<file path="src/design/cmac_ctl_pkg.sv">
// link control types
`default_nettype none

package cmac_ctl_pkg;

    // bring-up steps, shared by the receive and transmit machines
    typedef enum logic [1:0] {
        link_idle,
        link_gt_locked,
        link_wait_aligned,
        link_pkt_transfer
    } link_state_t;

    // receive control towards the MAC
    typedef struct packed {
        logic enable;
    } cmac_rx_ctl_t;

    // transmit control towards the MAC
    typedef struct packed {
        logic enable;
        logic send_lfi;
        logic send_rfi;
    } cmac_tx_ctl_t;

endpackage

`default_nettype wire

</file>
<file path="src/design/cmac_stat_pkg.sv">
// statistics types
`default_nettype none

package cmac_stat_pkg;

    typedef logic [6:0]  rx_total_bytes_t;
    typedef logic [5:0]  tx_total_bytes_t;
    typedef logic [13:0] good_bytes_t;
    typedef logic [2:0]  rx_pkts_t;
    // bad_code and bad_fcs
    typedef logic [2:0]  code_err_t;

    // per-cycle receive outputs of the MAC
    typedef struct packed {
        rx_total_bytes_t total_bytes;
        good_bytes_t     good_bytes;
        logic            good_packets;
        rx_pkts_t        total_packets;
        logic            aligned_err;
        code_err_t       bad_code;
        code_err_t       bad_fcs;
        logic            bad_preamble;
        logic            bad_sfd;
    } cmac_rx_stat_t;

    // per-cycle transmit outputs of the MAC
    typedef struct packed {
        tx_total_bytes_t total_bytes;
        good_bytes_t     good_bytes;
        logic            good_packets;
        logic            total_packets;
        logic            ovf;
        logic            unf;
    } cmac_tx_stat_t;

    // value is the counter index
    typedef enum logic [3:0] {
        sel_rx_good_pkts,
        sel_rx_total_pkts,
        sel_rx_good_bytes,
        sel_rx_total_bytes,
        sel_tx_good_pkts,
        sel_tx_total_pkts,
        sel_tx_good_bytes,
        sel_tx_total_bytes,
        sel_align_err,
        sel_code_err,
        sel_fcs_err,
        sel_preamble_err,
        sel_sfd_err,
        sel_tx_ovf,
        sel_tx_unf
    } stat_sel_t;

    localparam int NUM_STAT = 15;

    // one increment per counter, first field is counter 0
    typedef struct packed {
        good_bytes_t rx_good_pkts;
        good_bytes_t rx_total_pkts;
        good_bytes_t rx_good_bytes;
        good_bytes_t rx_total_bytes;
        good_bytes_t tx_good_pkts;
        good_bytes_t tx_total_pkts;
        good_bytes_t tx_good_bytes;
        good_bytes_t tx_total_bytes;
        good_bytes_t align_err;
        good_bytes_t code_err;
        good_bytes_t fcs_err;
        good_bytes_t preamble_err;
        good_bytes_t sfd_err;
        good_bytes_t tx_ovf;
        good_bytes_t tx_unf;
    } stat_incr_t;

endpackage

`default_nettype wire

</file>
<file path="src/design/cmac_link_fsm.sv">
// link bring-up state machines
`timescale 1ns/100ps
`default_nettype none

module cmac_link_fsm
    import cmac_ctl_pkg::*;
(
    input  logic         gt_txusrclk2,
    input  logic         usr_rx_reset_w,
    input  logic         stat_rx_aligned,
    output cmac_rx_ctl_t rx_ctl,
    output cmac_tx_ctl_t tx_ctl
);

    link_state_t rx_state;
    link_state_t tx_state;
    logic        reset_done;
    logic        aligned_1d;

    // common to both machines
    always_ff @(posedge gt_txusrclk2) begin
        if (usr_rx_reset_w) begin
            reset_done <= 1'b0;
            aligned_1d <= 1'b0;
        end else begin
            reset_done <= 1'b1;
            aligned_1d <= stat_rx_aligned;
        end
    end

    // receiver stays enabled from gt_locked on
    always_ff @(posedge gt_txusrclk2) begin
        if (usr_rx_reset_w) begin
            rx_state <= link_idle;
            rx_ctl   <= '0;
        end else begin
            case (rx_state)
                link_idle: begin
                    rx_ctl.enable <= 1'b0;
                    if (reset_done) begin
                        rx_state <= link_gt_locked;
                    end
                end
                link_gt_locked: begin
                    rx_ctl.enable <= 1'b1;
                    rx_state      <= link_wait_aligned;
                end
                link_wait_aligned: begin
                    if (aligned_1d) begin
                        rx_state <= link_pkt_transfer;
                    end
                end
                link_pkt_transfer: begin
                    if (!aligned_1d) begin
                        rx_state <= link_idle;
                    end
                end
            endcase
        end
    end

    // faults go out until the receiver is aligned
    always_ff @(posedge gt_txusrclk2) begin
        if (usr_rx_reset_w) begin
            tx_state <= link_idle;
            tx_ctl   <= '0;
        end else begin
            case (tx_state)
                link_idle: begin
                    tx_ctl <= '0;
                    if (reset_done) begin
                        tx_state <= link_gt_locked;
                    end
                end
                link_gt_locked: begin
                    tx_ctl.enable   <= 1'b0;
                    tx_ctl.send_lfi <= 1'b1;
                    tx_ctl.send_rfi <= 1'b1;
                    tx_state        <= link_wait_aligned;
                end
                link_wait_aligned: begin
                    if (aligned_1d) begin
                        tx_state <= link_pkt_transfer;
                    end
                end
                link_pkt_transfer: begin
                    tx_ctl.enable   <= 1'b1;
                    tx_ctl.send_lfi <= 1'b0;
                    tx_ctl.send_rfi <= 1'b0;
                    if (!aligned_1d) begin
                        tx_state <= link_idle;
                    end
                end
            endcase
        end
    end

    // data goes out only with the receiver up and no local fault signalled
    a_tx_needs_rx: assert property (@(posedge gt_txusrclk2) disable iff (usr_rx_reset_w)
        tx_ctl.enable |-> (rx_ctl.enable && !tx_ctl.send_lfi));

endmodule

`default_nettype wire

</file>
<file path="src/design/cmac_stat_decode.sv">
// statistics decode
`timescale 1ns/100ps
`default_nettype none

module cmac_stat_decode
    import cmac_stat_pkg::*;
(
    input  logic          gt_txusrclk2,
    input  logic          usr_rx_reset_w,
    input  cmac_rx_stat_t rx_stat,
    input  cmac_tx_stat_t tx_stat,
    output stat_incr_t    incr
);

    always_ff @(posedge gt_txusrclk2) begin
        if (usr_rx_reset_w) begin
            incr <= '0;
        end else begin
            // volume fields, zero extended
            incr.rx_good_pkts   <= good_bytes_t'(rx_stat.good_packets);
            incr.rx_total_pkts  <= good_bytes_t'(rx_stat.total_packets);
            incr.rx_good_bytes  <= rx_stat.good_bytes;
            incr.rx_total_bytes <= good_bytes_t'(rx_stat.total_bytes);
            incr.tx_good_pkts   <= good_bytes_t'(tx_stat.good_packets);
            incr.tx_total_pkts  <= good_bytes_t'(tx_stat.total_packets);
            incr.tx_good_bytes  <= tx_stat.good_bytes;
            incr.tx_total_bytes <= good_bytes_t'(tx_stat.total_bytes);

            // errors count one per cycle however many lanes flag them
            incr.align_err      <= good_bytes_t'(rx_stat.aligned_err);
            incr.code_err       <= good_bytes_t'(|rx_stat.bad_code);
            incr.fcs_err        <= good_bytes_t'(|rx_stat.bad_fcs);
            incr.preamble_err   <= good_bytes_t'(rx_stat.bad_preamble);
            incr.sfd_err        <= good_bytes_t'(rx_stat.bad_sfd);
            incr.tx_ovf         <= good_bytes_t'(tx_stat.ovf);
            incr.tx_unf         <= good_bytes_t'(tx_stat.unf);
        end
    end

endmodule

`default_nettype wire

</file>
<file path="src/design/cmac_stat_accum.sv">
// statistics counter bank
`timescale 1ns/100ps
`default_nettype none

module cmac_stat_accum
    import cmac_stat_pkg::*;
#(
    parameter int CNT_W = 32
) (
    input  logic                           gt_txusrclk2,
    input  logic                           usr_rx_reset_w,
    input  stat_incr_t                     incr,
    output logic [NUM_STAT-1:0][CNT_W-1:0] counters
);

    good_bytes_t [NUM_STAT-1:0] incr_a;

    // flat view of the increments
    assign incr_a = incr;

    always_ff @(posedge gt_txusrclk2) begin
        if (usr_rx_reset_w) begin
            counters <= '0;
        end else begin
            for (int i = 0; i < NUM_STAT; i++) begin
                // first struct field sits at the top of the flat view
                counters[i] <= counters[i] + CNT_W'(incr_a[NUM_STAT-1-i]);
            end
        end
    end

endmodule

`default_nettype wire

</file>
<file path="src/design/cmac_stat_readout.sv">
// statistics readout port
`timescale 1ns/100ps
`default_nettype none

module cmac_stat_readout
    import cmac_stat_pkg::*;
#(
    parameter int CNT_W = 32
) (
    input  logic                           gt_txusrclk2,
    input  logic                           usr_rx_reset_w,
    input  logic [NUM_STAT-1:0][CNT_W-1:0] counters,
    input  logic                           rd_req,
    input  stat_sel_t                      rd_sel,
    output logic                           rd_ack,
    output logic [CNT_W-1:0]               rd_data
);

    typedef enum logic [1:0] {
        rd_idle,
        rd_hold,
        rd_release
    } rd_state_t;

    rd_state_t rd_state;

    // four-phase req/ack sequencing
    always_ff @(posedge gt_txusrclk2) begin
        if (usr_rx_reset_w) begin
            rd_state <= rd_idle;
        end else begin
            case (rd_state)
                rd_idle: begin
                    if (rd_req) begin
                        rd_state <= rd_hold;
                    end
                end
                rd_hold: begin
                    if (!rd_req) begin
                        rd_state <= rd_release;
                    end
                end
                // ack is low here for at least one cycle
                rd_release: begin
                    rd_state <= rd_idle;
                end
                default: begin
                    rd_state <= rd_idle;
                end
            endcase
        end
    end

    // snapshot taken on the way into rd_hold
    always_ff @(posedge gt_txusrclk2) begin
        if (rd_state == rd_idle && rd_req) begin
            rd_data <= counters[rd_sel];
        end
    end

    assign rd_ack = (rd_state == rd_hold);

    // reader keeps the request up until it has seen the ack
    a_ack_needs_req: assert property (@(posedge gt_txusrclk2) disable iff (usr_rx_reset_w)
        $rose(rd_ack) |-> rd_req);

endmodule

`default_nettype wire

</file>
<file path="src/design/cmac_link_ctl.sv">
// link control and statistics top
`timescale 1ns/100ps
`default_nettype none

module cmac_link_ctl
    import cmac_ctl_pkg::*;
    import cmac_stat_pkg::*;
#(
    parameter int CNT_W = 32
) (
    input  logic             gt_txusrclk2,
    input  logic             usr_rx_reset_w,
    input  logic             stat_rx_aligned,
    input  cmac_rx_stat_t    rx_stat,
    input  cmac_tx_stat_t    tx_stat,
    input  logic             rd_req,
    input  stat_sel_t        rd_sel,
    output cmac_rx_ctl_t     rx_ctl,
    output cmac_tx_ctl_t     tx_ctl,
    output logic             rd_ack,
    output logic [CNT_W-1:0] rd_data
);

    stat_incr_t                     incr;
    logic [NUM_STAT-1:0][CNT_W-1:0] counters;

    cmac_link_fsm link_fsm_i (
        .gt_txusrclk2    (gt_txusrclk2),
        .usr_rx_reset_w  (usr_rx_reset_w),
        .stat_rx_aligned (stat_rx_aligned),
        .rx_ctl          (rx_ctl),
        .tx_ctl          (tx_ctl)
    );

    // decode, accumulate, readout
    cmac_stat_decode decode_i (
        .gt_txusrclk2   (gt_txusrclk2),
        .usr_rx_reset_w (usr_rx_reset_w),
        .rx_stat        (rx_stat),
        .tx_stat        (tx_stat),
        .incr           (incr)
    );

    cmac_stat_accum #(
        .CNT_W (CNT_W)
    ) accum_i (
        .gt_txusrclk2   (gt_txusrclk2),
        .usr_rx_reset_w (usr_rx_reset_w),
        .incr           (incr),
        .counters       (counters)
    );

    cmac_stat_readout #(
        .CNT_W (CNT_W)
    ) readout_i (
        .gt_txusrclk2   (gt_txusrclk2),
        .usr_rx_reset_w (usr_rx_reset_w),
        .counters       (counters),
        .rd_req         (rd_req),
        .rd_sel         (rd_sel),
        .rd_ack         (rd_ack),
        .rd_data        (rd_data)
    );

endmodule

`default_nettype wire

</file>
<file path="config.mk">
export PLATFORM = sky130hd
export DESIGN_NAME = cmac_link_ctl
export DESIGN_NICKNAME = d
export VERILOG_FILES = /design/src/design/cmac_ctl_pkg.sv /design/src/design/cmac_stat_pkg.sv /design/src/design/cmac_link_fsm.sv /design/src/design/cmac_stat_decode.sv /design/src/design/cmac_stat_accum.sv /design/src/design/cmac_stat_readout.sv /design/src/design/cmac_link_ctl.sv
export SDC_FILE = /design/constraint.sdc
export NUM_CORES = 1
export LEC_CHECK = 0
export ABC_CLOCK_PERIOD_IN_PS = 5300
export BUFFER_PORTS_ARGS = -buffer_cell sky130_fd_sc_hd__buf_2
export CAP_MARGIN = 20
export CORE_AREA = 5 5 246 248
export CTS_BUF_LIST = sky130_fd_sc_hd__clkbuf_2
export DETAILED_ROUTE_END_ITERATION = 8
export DIE_AREA = 0 0 251 253
export GPL_ROUTABILITY_DRIVEN = 0
export HOLD_SLACK_MARGIN = 0.05
export PLACE_DENSITY = 0.66
export SLEW_MARGIN = 15
export SYNTH_ARGS = -nofsm -noshare
export SYNTH_HDL_FRONTEND = slang
export SYNTH_SLANG_ARGS = --single-unit
export TNS_END_PERCENT = 5
</file>
<file path="constraint.sdc">
create_clock -name gt_txusrclk2 -period 5.3 [get_ports gt_txusrclk2]
set_input_delay 1.06 -clock gt_txusrclk2 [delete_from_list [all_inputs] [get_ports gt_txusrclk2]]
set_output_delay 1.06 -clock gt_txusrclk2 [all_outputs]
set_load 0.02 [all_outputs]
</file>
==> flow_summary_export.csv, run 1 <==
group,metric,value,unit
status,outcome,"finished clean",
pwr,vdd_drop_max,0.000197,V
layout,drive_gt1_share,16.0,%
sta,max_slew_margin,24.7,%
synthesis,synth_adder_area_share,3.59,%
setup_path,crit_type,"reg -> out",
setup_path,crit_family,"flip-flops",
cts,clk_pin_slew_worst_paths,120,ps
floorplan,die_area,63500,um2
sta,hold_slack,167,ps
cts,htree_levels,4,
sta,hold_violations,0,
grt,grt-ovfl-total,0,
sta,fin_crit_sh,60.3,%
layout,n_fill_cell,5167,
grt,grt_pass1_wl,136,mm
grt,grt_pass1_vias,23300,
synthesis,ys_seq_elements,577,
drt,drt_iter0_markers,2571,
drt,routed_wl,88.3,mm
pwr,combPwrFrac,9.9,%
sta,fmax,313,MHz
layout,syn2layout_area_growth,11.4,%
synthesis,synth.net_count,3156,
pwr,sw_frac_of_total,29.5,%
synthesis,synthFlopType,"dfxtp_1",
grt,track_usage,27.4,%
synthesis,ys_types,64,
grt,grt_antenna_before_repair,5,
setup_path,path_buf_inv,1,
setup_path,critPathMaxFanout,1,
placement,dpl.hpwl,65.1,mm
cts,insertion_delay,1400,ps
sta,worstMarginPinSlew,1130,ps
setup_path,cp.arrival,2130,ps
drt,num_vias,24200,
sta,fin_tns_setup,0,ps
synthesis,synthSimpleGateAreaFrac,22.8,%
setup_path,cp-end-kind,"primary output",
floorplan,die_h,253,um
grt,grt_max_degree,225,
sta,setup_violations,0,
synthesis,ys_warn_count,0,
cts,clk_path_buf_depth,3,
layout,seqCellArea,11900,um2
floorplan,start_util,49.1,%
floorplan,core-area,58200,um2
synthesis,seq_area_frac_synth,41.5,%
synthesis,async_flop_share,0,%
cts,cts.sinks,577,
floorplan,die_w,251,um
min_path,hp-class,"in -> reg",
pwr,p_seq_share,52.3,%
drt,ant_nets,0,
layout,final_cell_area,31800,um2
synthesis,synthMuxAreaShare,12.0,%
synthesis,synth_edf_count,32,
synthesis,avgSynthCellArea,9.49,um2
setup_path,critPathMaxStageDelay,540,ps
setup_path,crit_path_start_kind,"flip-flop",
drt,dr.pass1.iters,6,
pwr,p_clk_share,37.8,%
sta,rsz0062_at_grt,"no",
pwr,power_density,278,nW/um2
sta,finalMaxSlewViolations,0,
pwr,leakagePower,11.9,nW
sta,min_period,3190,ps
layout,fin_nets,3366,
setup_path,crit_path_top_delay_cell,"edfxtp_1",
cts,cts_tree,"built",
synthesis,synth_top_family_by_area,"simple AND/OR/NAND/NOR gates",
synthesis,synth_xor_area_share,10.9,%
synthesis,syn_area,28600,um2
placement,postPlaceCellArea,29800,um2
setup_path,cp_cell_sequence,"buf_2",
flow_run,cap_violations,0,
drt,drc,0,
pwr,switching_power,2.61,mW
drt,post_drt_wl_per_cell,21.4,um
cts,cts_buffers,156,
cts,cts_resized,0,
synthesis,syn-instance-count,3011,
drt,routed_via_density,5.89,
cts,cts-root-buf,"clkbuf_2",
layout,multiInputGateArea,16000,um2
synthesis,synth_compound_area_share,6.62,%
setup_path,required,4240,ps
placement,portBuffers,102,
pwr,cell_internal_pwr,6.23,mW
floorplan,ios,103,
sta,clock_skew,113,ps
floorplan,core.rowCount,89,
layout make-up:
class | count | area share (%)
diodes | 5 | 0.0393
clock buffers | 238 | 3.74
well taps | 773 | 3.04
inverters | 60 | 0.708
multi-input cells | 2244 | 50.1
repair buffers | 182 | 4.21
flip-flops and latches | 577 | 37.3
clock inverters | 37 | 0.810
sequential cells by signal (all words and copies together) (netlist names):
| name | cells |
|---|---|
| link_fsm_i.rx_ctl | 1 |
| decode_i.incr | 54 |
| accum_i.counters | 480 |
| link_fsm_i.rx_state | 2 |
| link_fsm_i.aligned_1d | 1 |
| readout_i.rd_data | 32 |
| link_fsm_i.tx_state | 2 |
| readout_i.rd_state | 2 |
| link_fsm_i.reset_done | 1 |
| link_fsm_i.tx_ctl | 2 |
stage by stage:
step / util [%] / cells / total power [mW] / setup WS [ps]
5_1_grt: 54.6 / 4115 / 9.24 / 1990
3_3_place_gp: 51.1 / 3775 / 5.52 / 1870
2_1_floorplan: - / 3011 / 5.28 / 2200
4_1_cts: 54.6 / 4110 / 8.88 / 2020
3_5_place_dp: 51.1 / 3777 / 5.56 / 1750
6_report: 54.6 / 4116 / 8.84 / 2110
path summary, 6_finish.rpt:
kind	from	end	slack [ps]	cells past startpoint
hold / removal	usr_rx_reset_w	accum_i.counters[472]$_SDFF_PP0_	170	2
setup reg to reg	decode_i.incr[182]$_SDFF_PP0_	accum_i.counters[60]$_SDFF_PP0_	2300	9
hold reg to reg	accum_i.counters[157]$_SDFF_PP0_	accum_i.counters[157]$_SDFF_PP0_	510	2
setup / recovery	readout_i.rd_data[14]$_DFFE_PP_	rd_data[14]	2110	1
repair_timing:
| action | in CTS | in global routing |
|---|---|---|
| buffers inserted | 0 | 0 |
| hold buffers | 58 | 0 |
| hold endpoints to repair | 57 | 0 |
layout by cell type (no fill, tap or decap), drive strengths merged, types with 74 or more instances in the layout:
cell,instances
a21oi,103
buf,124
clkbuf,238
dfxtp,545
ha,74
mux4,128
nand2,207
nand3,150
nand4,102
nor2,451
nor2b,107
o21ai,99
xnor2,136
xor2,218
routing by layer:
| layer | global-route usage (%) | vias to the layer above | wire length (um) |
|---|---|---|---|
| li1 | - | 11200 | - |
| met1 | 36.5 | 11800 | 36500 |
| met2 | 43.4 | 1058 | 40200 |
| met5 | 0 | - | 13 |
| met4 | 10.1 | 2 | 3190 |
| met3 | 7.05 | 215 | 8360 |
cell usage after synthesis (25+ instances only):
| master | count | area (um2) |
|---|---|---|
| a21o_1 | 26 | 195 |
| a21oi_1 | 103 | 515 |
| and3_1 | 63 | 394 |
| and4_1 | 36 | 315 |
| clkbuf_1 | 95 | 357 |
| dfxtp_1 | 545 | 10900 |
| edfxtp_1 | 32 | 961 |
| ha_1 | 74 | 926 |
| inv_1 | 57 | 214 |
| mux2i_1 | 36 | 360 |
| mux4_2 | 127 | 2860 |
| nand2_1 | 207 | 777 |
| nand3_1 | 148 | 741 |
| nand4_1 | 102 | 638 |
| nor2_1 | 451 | 1690 |
| nor2b_1 | 107 | 669 |
| nor3_1 | 57 | 285 |
| nor4_1 | 25 | 156 |
| o21ai_0 | 99 | 495 |
| or3_1 | 46 | 288 |
| xnor2_1 | 136 | 1190 |
| xor2_1 | 218 | 1910 |
cell families (layout without fill, tap and decap cells):
family,after synthesis,in the layout
AND/OR/NAND/NOR,1316,1316
flip-flops,577,577
XOR/XNOR,354,354
AO/OA/AOI/OAI,316,316
buffers and inverters,190,517
multiplexers,179,179
adder cells (fa/ha/maj),79,79
other,0,5
power by group through the flow:
| stage | logic [mW] | registers [mW] | clock network, mW |
|---|---|---|---|
| 3_5_place_dp | 0.835 | 4.72 | 0 |
| 3_3_place_gp | 0.797 | 4.72 | 0 |
| 4_1_cts | 0.872 | 4.62 | 3.38 |
| 6_report | 0.877 | 4.62 | 3.34 |
| 2_1_floorplan | 0.606 | 4.67 | 0 |
| 5_1_grt | 0.970 | 4.63 | 3.64 |
No activity file was read; power rests on OpenSTA's default activity.
==> inputs of run 2 (changes only) <==
ABC_AREA = 1   (was unset)
ABC_CLOCK_PERIOD_IN_PS = 3190   (was 5300)
CORE_AREA = 5 5 265 267   (was 5 5 246 248)
DIE_AREA = 0 0 270 272   (was 0 0 251 253)
clock period = 3.19 ns   (was 5.3 ns; I/O delays follow)
==> flow_summary_export.csv, run 2 <==
group,metric,value,unit
setup_path,cp.arrival,2120,ps
pwr,switching_power,4.69,mW
pwr,sw_frac_of_total,31.5,%
setup_path,cp_cell_sequence,"buf_2",
floorplan,die_w,270,um
layout,reg.largest.list,"accum_i.counters x480, decode_i.incr x54, readout_i.rd_data x32",
grt,grt_pass1_vias,32700,
cts,clk_path_buf_depth,3,
sta,fin_ws,433,ps
synthesis,syn_area,33500,um2
layout,largest-register,"accum_i.counters",
grt,track_usage,31.5,%
layout,multiInputGateArea,18300,um2
sta,finalMaxSlewViolations,0,
grt,grt-ovfl-total,0,
setup_path,critPathMaxFanout,1,
synthesis,ys_types,50,
synthesis,ys_seq_elements,577,
synthesis,synth.net_count,5363,
synthesis,synth_top_area_share,32.6,%
sta,fin_crit_sh,86.4,%
layout,final_cell_mix,"1111 x nand2_1, 685 x inv_1, 629 x nor2_1",
drt,num_vias,36200,
synthesis,syn-instance-count,5218,
synthesis,synth_top_family_by_area,"simple AND/OR/NAND/NOR gates",
layout,layout_commonest_cell,"nand2_1",
pwr,total_power,14.9,mW
placement,place_ws,623,ps
synthesis,synthFlopType,"dfxtp_1",
setup_path,required,2550,ps
floorplan,ios,103,
placement,dpl.hpwl,90.8,mm
setup_path,crit_path_start_kind,"flip-flop",
sta,min_period,2760,ps
sta,clock_skew,102,ps
setup_path,crit_family,"flip-flops",
drt,post_drt_wl_per_cell,18.5,um
setup_path,cp-end-kind,"primary output",
pwr,cell_internal_pwr,10.2,mW
drt,drt_iter0_markers,4186,
drt,drc,0,
synthesis,seq_area_frac_synth,35.4,%
synthesis,synthSimpleGateAreaFrac,33.6,%
pwr,p_clk_share,35.9,%
setup_path,path_buf_inv,1,
sta,rsz0062_at_grt,"no",
cts,cts.sinks,577,
synthesis,netlist_top_cells_area,"dfxtp_1 33%, nand2_1 12%, a21oi_1 8.2%",
cts,cts_buffers,160,
layout,fin_nets,5664,
sta,hold_slack,227,ps
cts,clk_pin_slew_worst_paths,130,ps
layout,largest_reg_flops,480,
grt,grt_util_met1,40.8,%
synthesis,yosysMostFrequentCell,"nand2_1",
min_path,hp-class,"in -> reg",
floorplan,die_area,73400,um2
pwr,power_density,393,nW/um2
cts,cts_tree,"built",
flow_run,cap_violations,0,
synthesis,avgSynthCellArea,6.42,um2
drt,dr.pass1.iters,8,
sta,setup_violations,0,
drt,routed_via_density,5.56,
setup_path,crit_type,"reg -> out",
pwr,vdd_drop_max,0.000276,V
drt,ant_nets,0,
pwr,leakagePower,14.4,nW
synthesis,yosys.area.top_type,"dfxtp_1",
synthesis,async_flop_share,0,%
sta,max_slew_margin,37.5,%
grt,grt_antenna_before_repair,8,
grt,grt-busiest-layer,"met2",
floorplan,core.rowCount,96,
grt,grt_pass1_wl,184,mm
sta,fin_tns_setup,0,ps
grt,use_met3,8.07,%
setup_path,crit_path_top_delay_cell,"edfxtp_1",
layout,seqCellArea,11900,um2
floorplan,core-area,67900,um2
cts,cts-root-buf,"clkbuf_2",
layout,n_fill_cell,6770,
sta,worstMarginPinSlew,937,ps
synthesis,synth_common_cells,"1111 x nand2_1, 687 x inv_1, 629 x nor2_1, 552 x a21oi_1, 545 x dfxtp_1",
grt,grt_use_met2,49.3,%
synthesis,ys_warn_count,0,
sta,fmax,363,MHz
cts,insertion_delay,1370,ps
layout,drive_gt1_share,8.23,%
setup_path,critPathMaxStageDelay,550,ps
grt,grt_max_degree,136,
floorplan,die_h,272,um
layout,syn2layout_area_growth,13.2,%
sta,hold_violations,0,
synthesis,synth_xor_area_share,1.10,%
synthesis,synth_adder_area_share,3.06,%
pwr,p_seq_share,51.9,%
status,outcome,"finished clean",
synthesis,synth_compound_area_share,16.9,%
synthesis,synthMuxAreaShare,0,%
pwr,combPwrFrac,12.2,%
synthesis,synth_edf_count,32,
floorplan,start_util,49.4,%
drt,routed_wl,121,mm
cts,htree_levels,4,
placement,portBuffers,102,
-- run 2: cell types whose count changed in the layout (fill, tap and decap cells not counted), moves of 58 or more --
cell,delta
o21ai_0,+306
xnor2_1,-125
xor2_1,-187
nand3_1,+212
inv_1,+628
nor2_1,+179
o211ai_1,+58
mux4_2,-127
nand2_1,+904
a21oi_1,+449
dlygate4sd3_1,+116
nor3_1,+126
nor2b_1,-106
-- run 2: metal layers --
metal	routed length, um	up-vias	part of all wire (%)
li1	-	17900	-
met1	49700	16300	41
met2	52600	1651	44
met3	12200	341	10
met4	6030	7	5.0
met5	118	-	0.098
-- run 2: metrics by stage --
step / utilization [%] / area [um2] / instances
final: 55.9 / 37900 / 6513
after floorplan: - / 33500 / 5218
after global routing: 55.9 / 37900 / 6511
after CTS: 55.9 / 37900 / 6508
after global placement: 51.3 / 34800 / 6065
after detailed placement: 51.3 / 34800 / 6065
-- run 2: cells by family (layout without fill, tap and decap cells) --
family	count (synthesis)	after routing
flops	577	577
other cells	0	5
fa+ha+maj	79	79
compound gates	1078	1078
simple gates	2575	2575
buf+inv	867	1275
xor+xnor	42	42
-- run 2: worst register-to-register path, cell delays in order, from the launching register on --
cell and delay [ps]:
dfxtp_1 430, ha_1 200, inv_1 60, fa_1 350, inv_1 80, nand2_1 70, nand2_1 60, nand2_1 140
nor2_1 230, nand2_1 170, nor3_1 250, nand2_1 90, nand2_1 70, a21oi_1 40
-- run 2: layout make-up --
type	instances	area share, %
Inverter	706	7.00
Multi-Input combinational cell	3774	48.3
Sequential cell	577	31.3
Timing Repair Buffer	300	6.86
Clock inverter	36	0.504
Tap cell	882	2.91
Clock buffer	233	3.07
Antenna cell	5	0.0330
-- run 2: power groups by stage --
stage	logic, mW	registers (mW)	clock network (mW)
6_report	1.83	7.74	5.36
3_3_place_gp	1.59	7.90	0
2_1_floorplan	1.08	7.80	0
3_5_place_dp	1.62	7.90	0
5_1_grt	2.02	7.76	5.85
4_1_cts	1.79	7.73	5.46
-- run 2: final timing paths --
kind	slack (ps)	end	startpoint	depth (start not counted)
min reg2reg	470	accum_i.counters[63]$_SDFF_PP0_	accum_i.counters[63]$_SDFF_PP0_	2
min	230	readout_i.rd_data[20]$_DFFE_PP_	rd_sel[0]	5
max	430	rd_data[31]	readout_i.rd_data[31]$_DFFE_PP_	1
max reg2reg	880	accum_i.counters[50]$_SDFF_PP0_	accum_i.counters[32]$_SDFF_PP0_	13
-- run 2: timing repair --
action | 4_1_cts | 5_1_grt
buffers inserted | 0 | 0
hold endpoints to repair | 419 | 0
setup endpoints to repair | 0 | 0
resized for setup | 0 | 0
hold buffers | 174 | 0
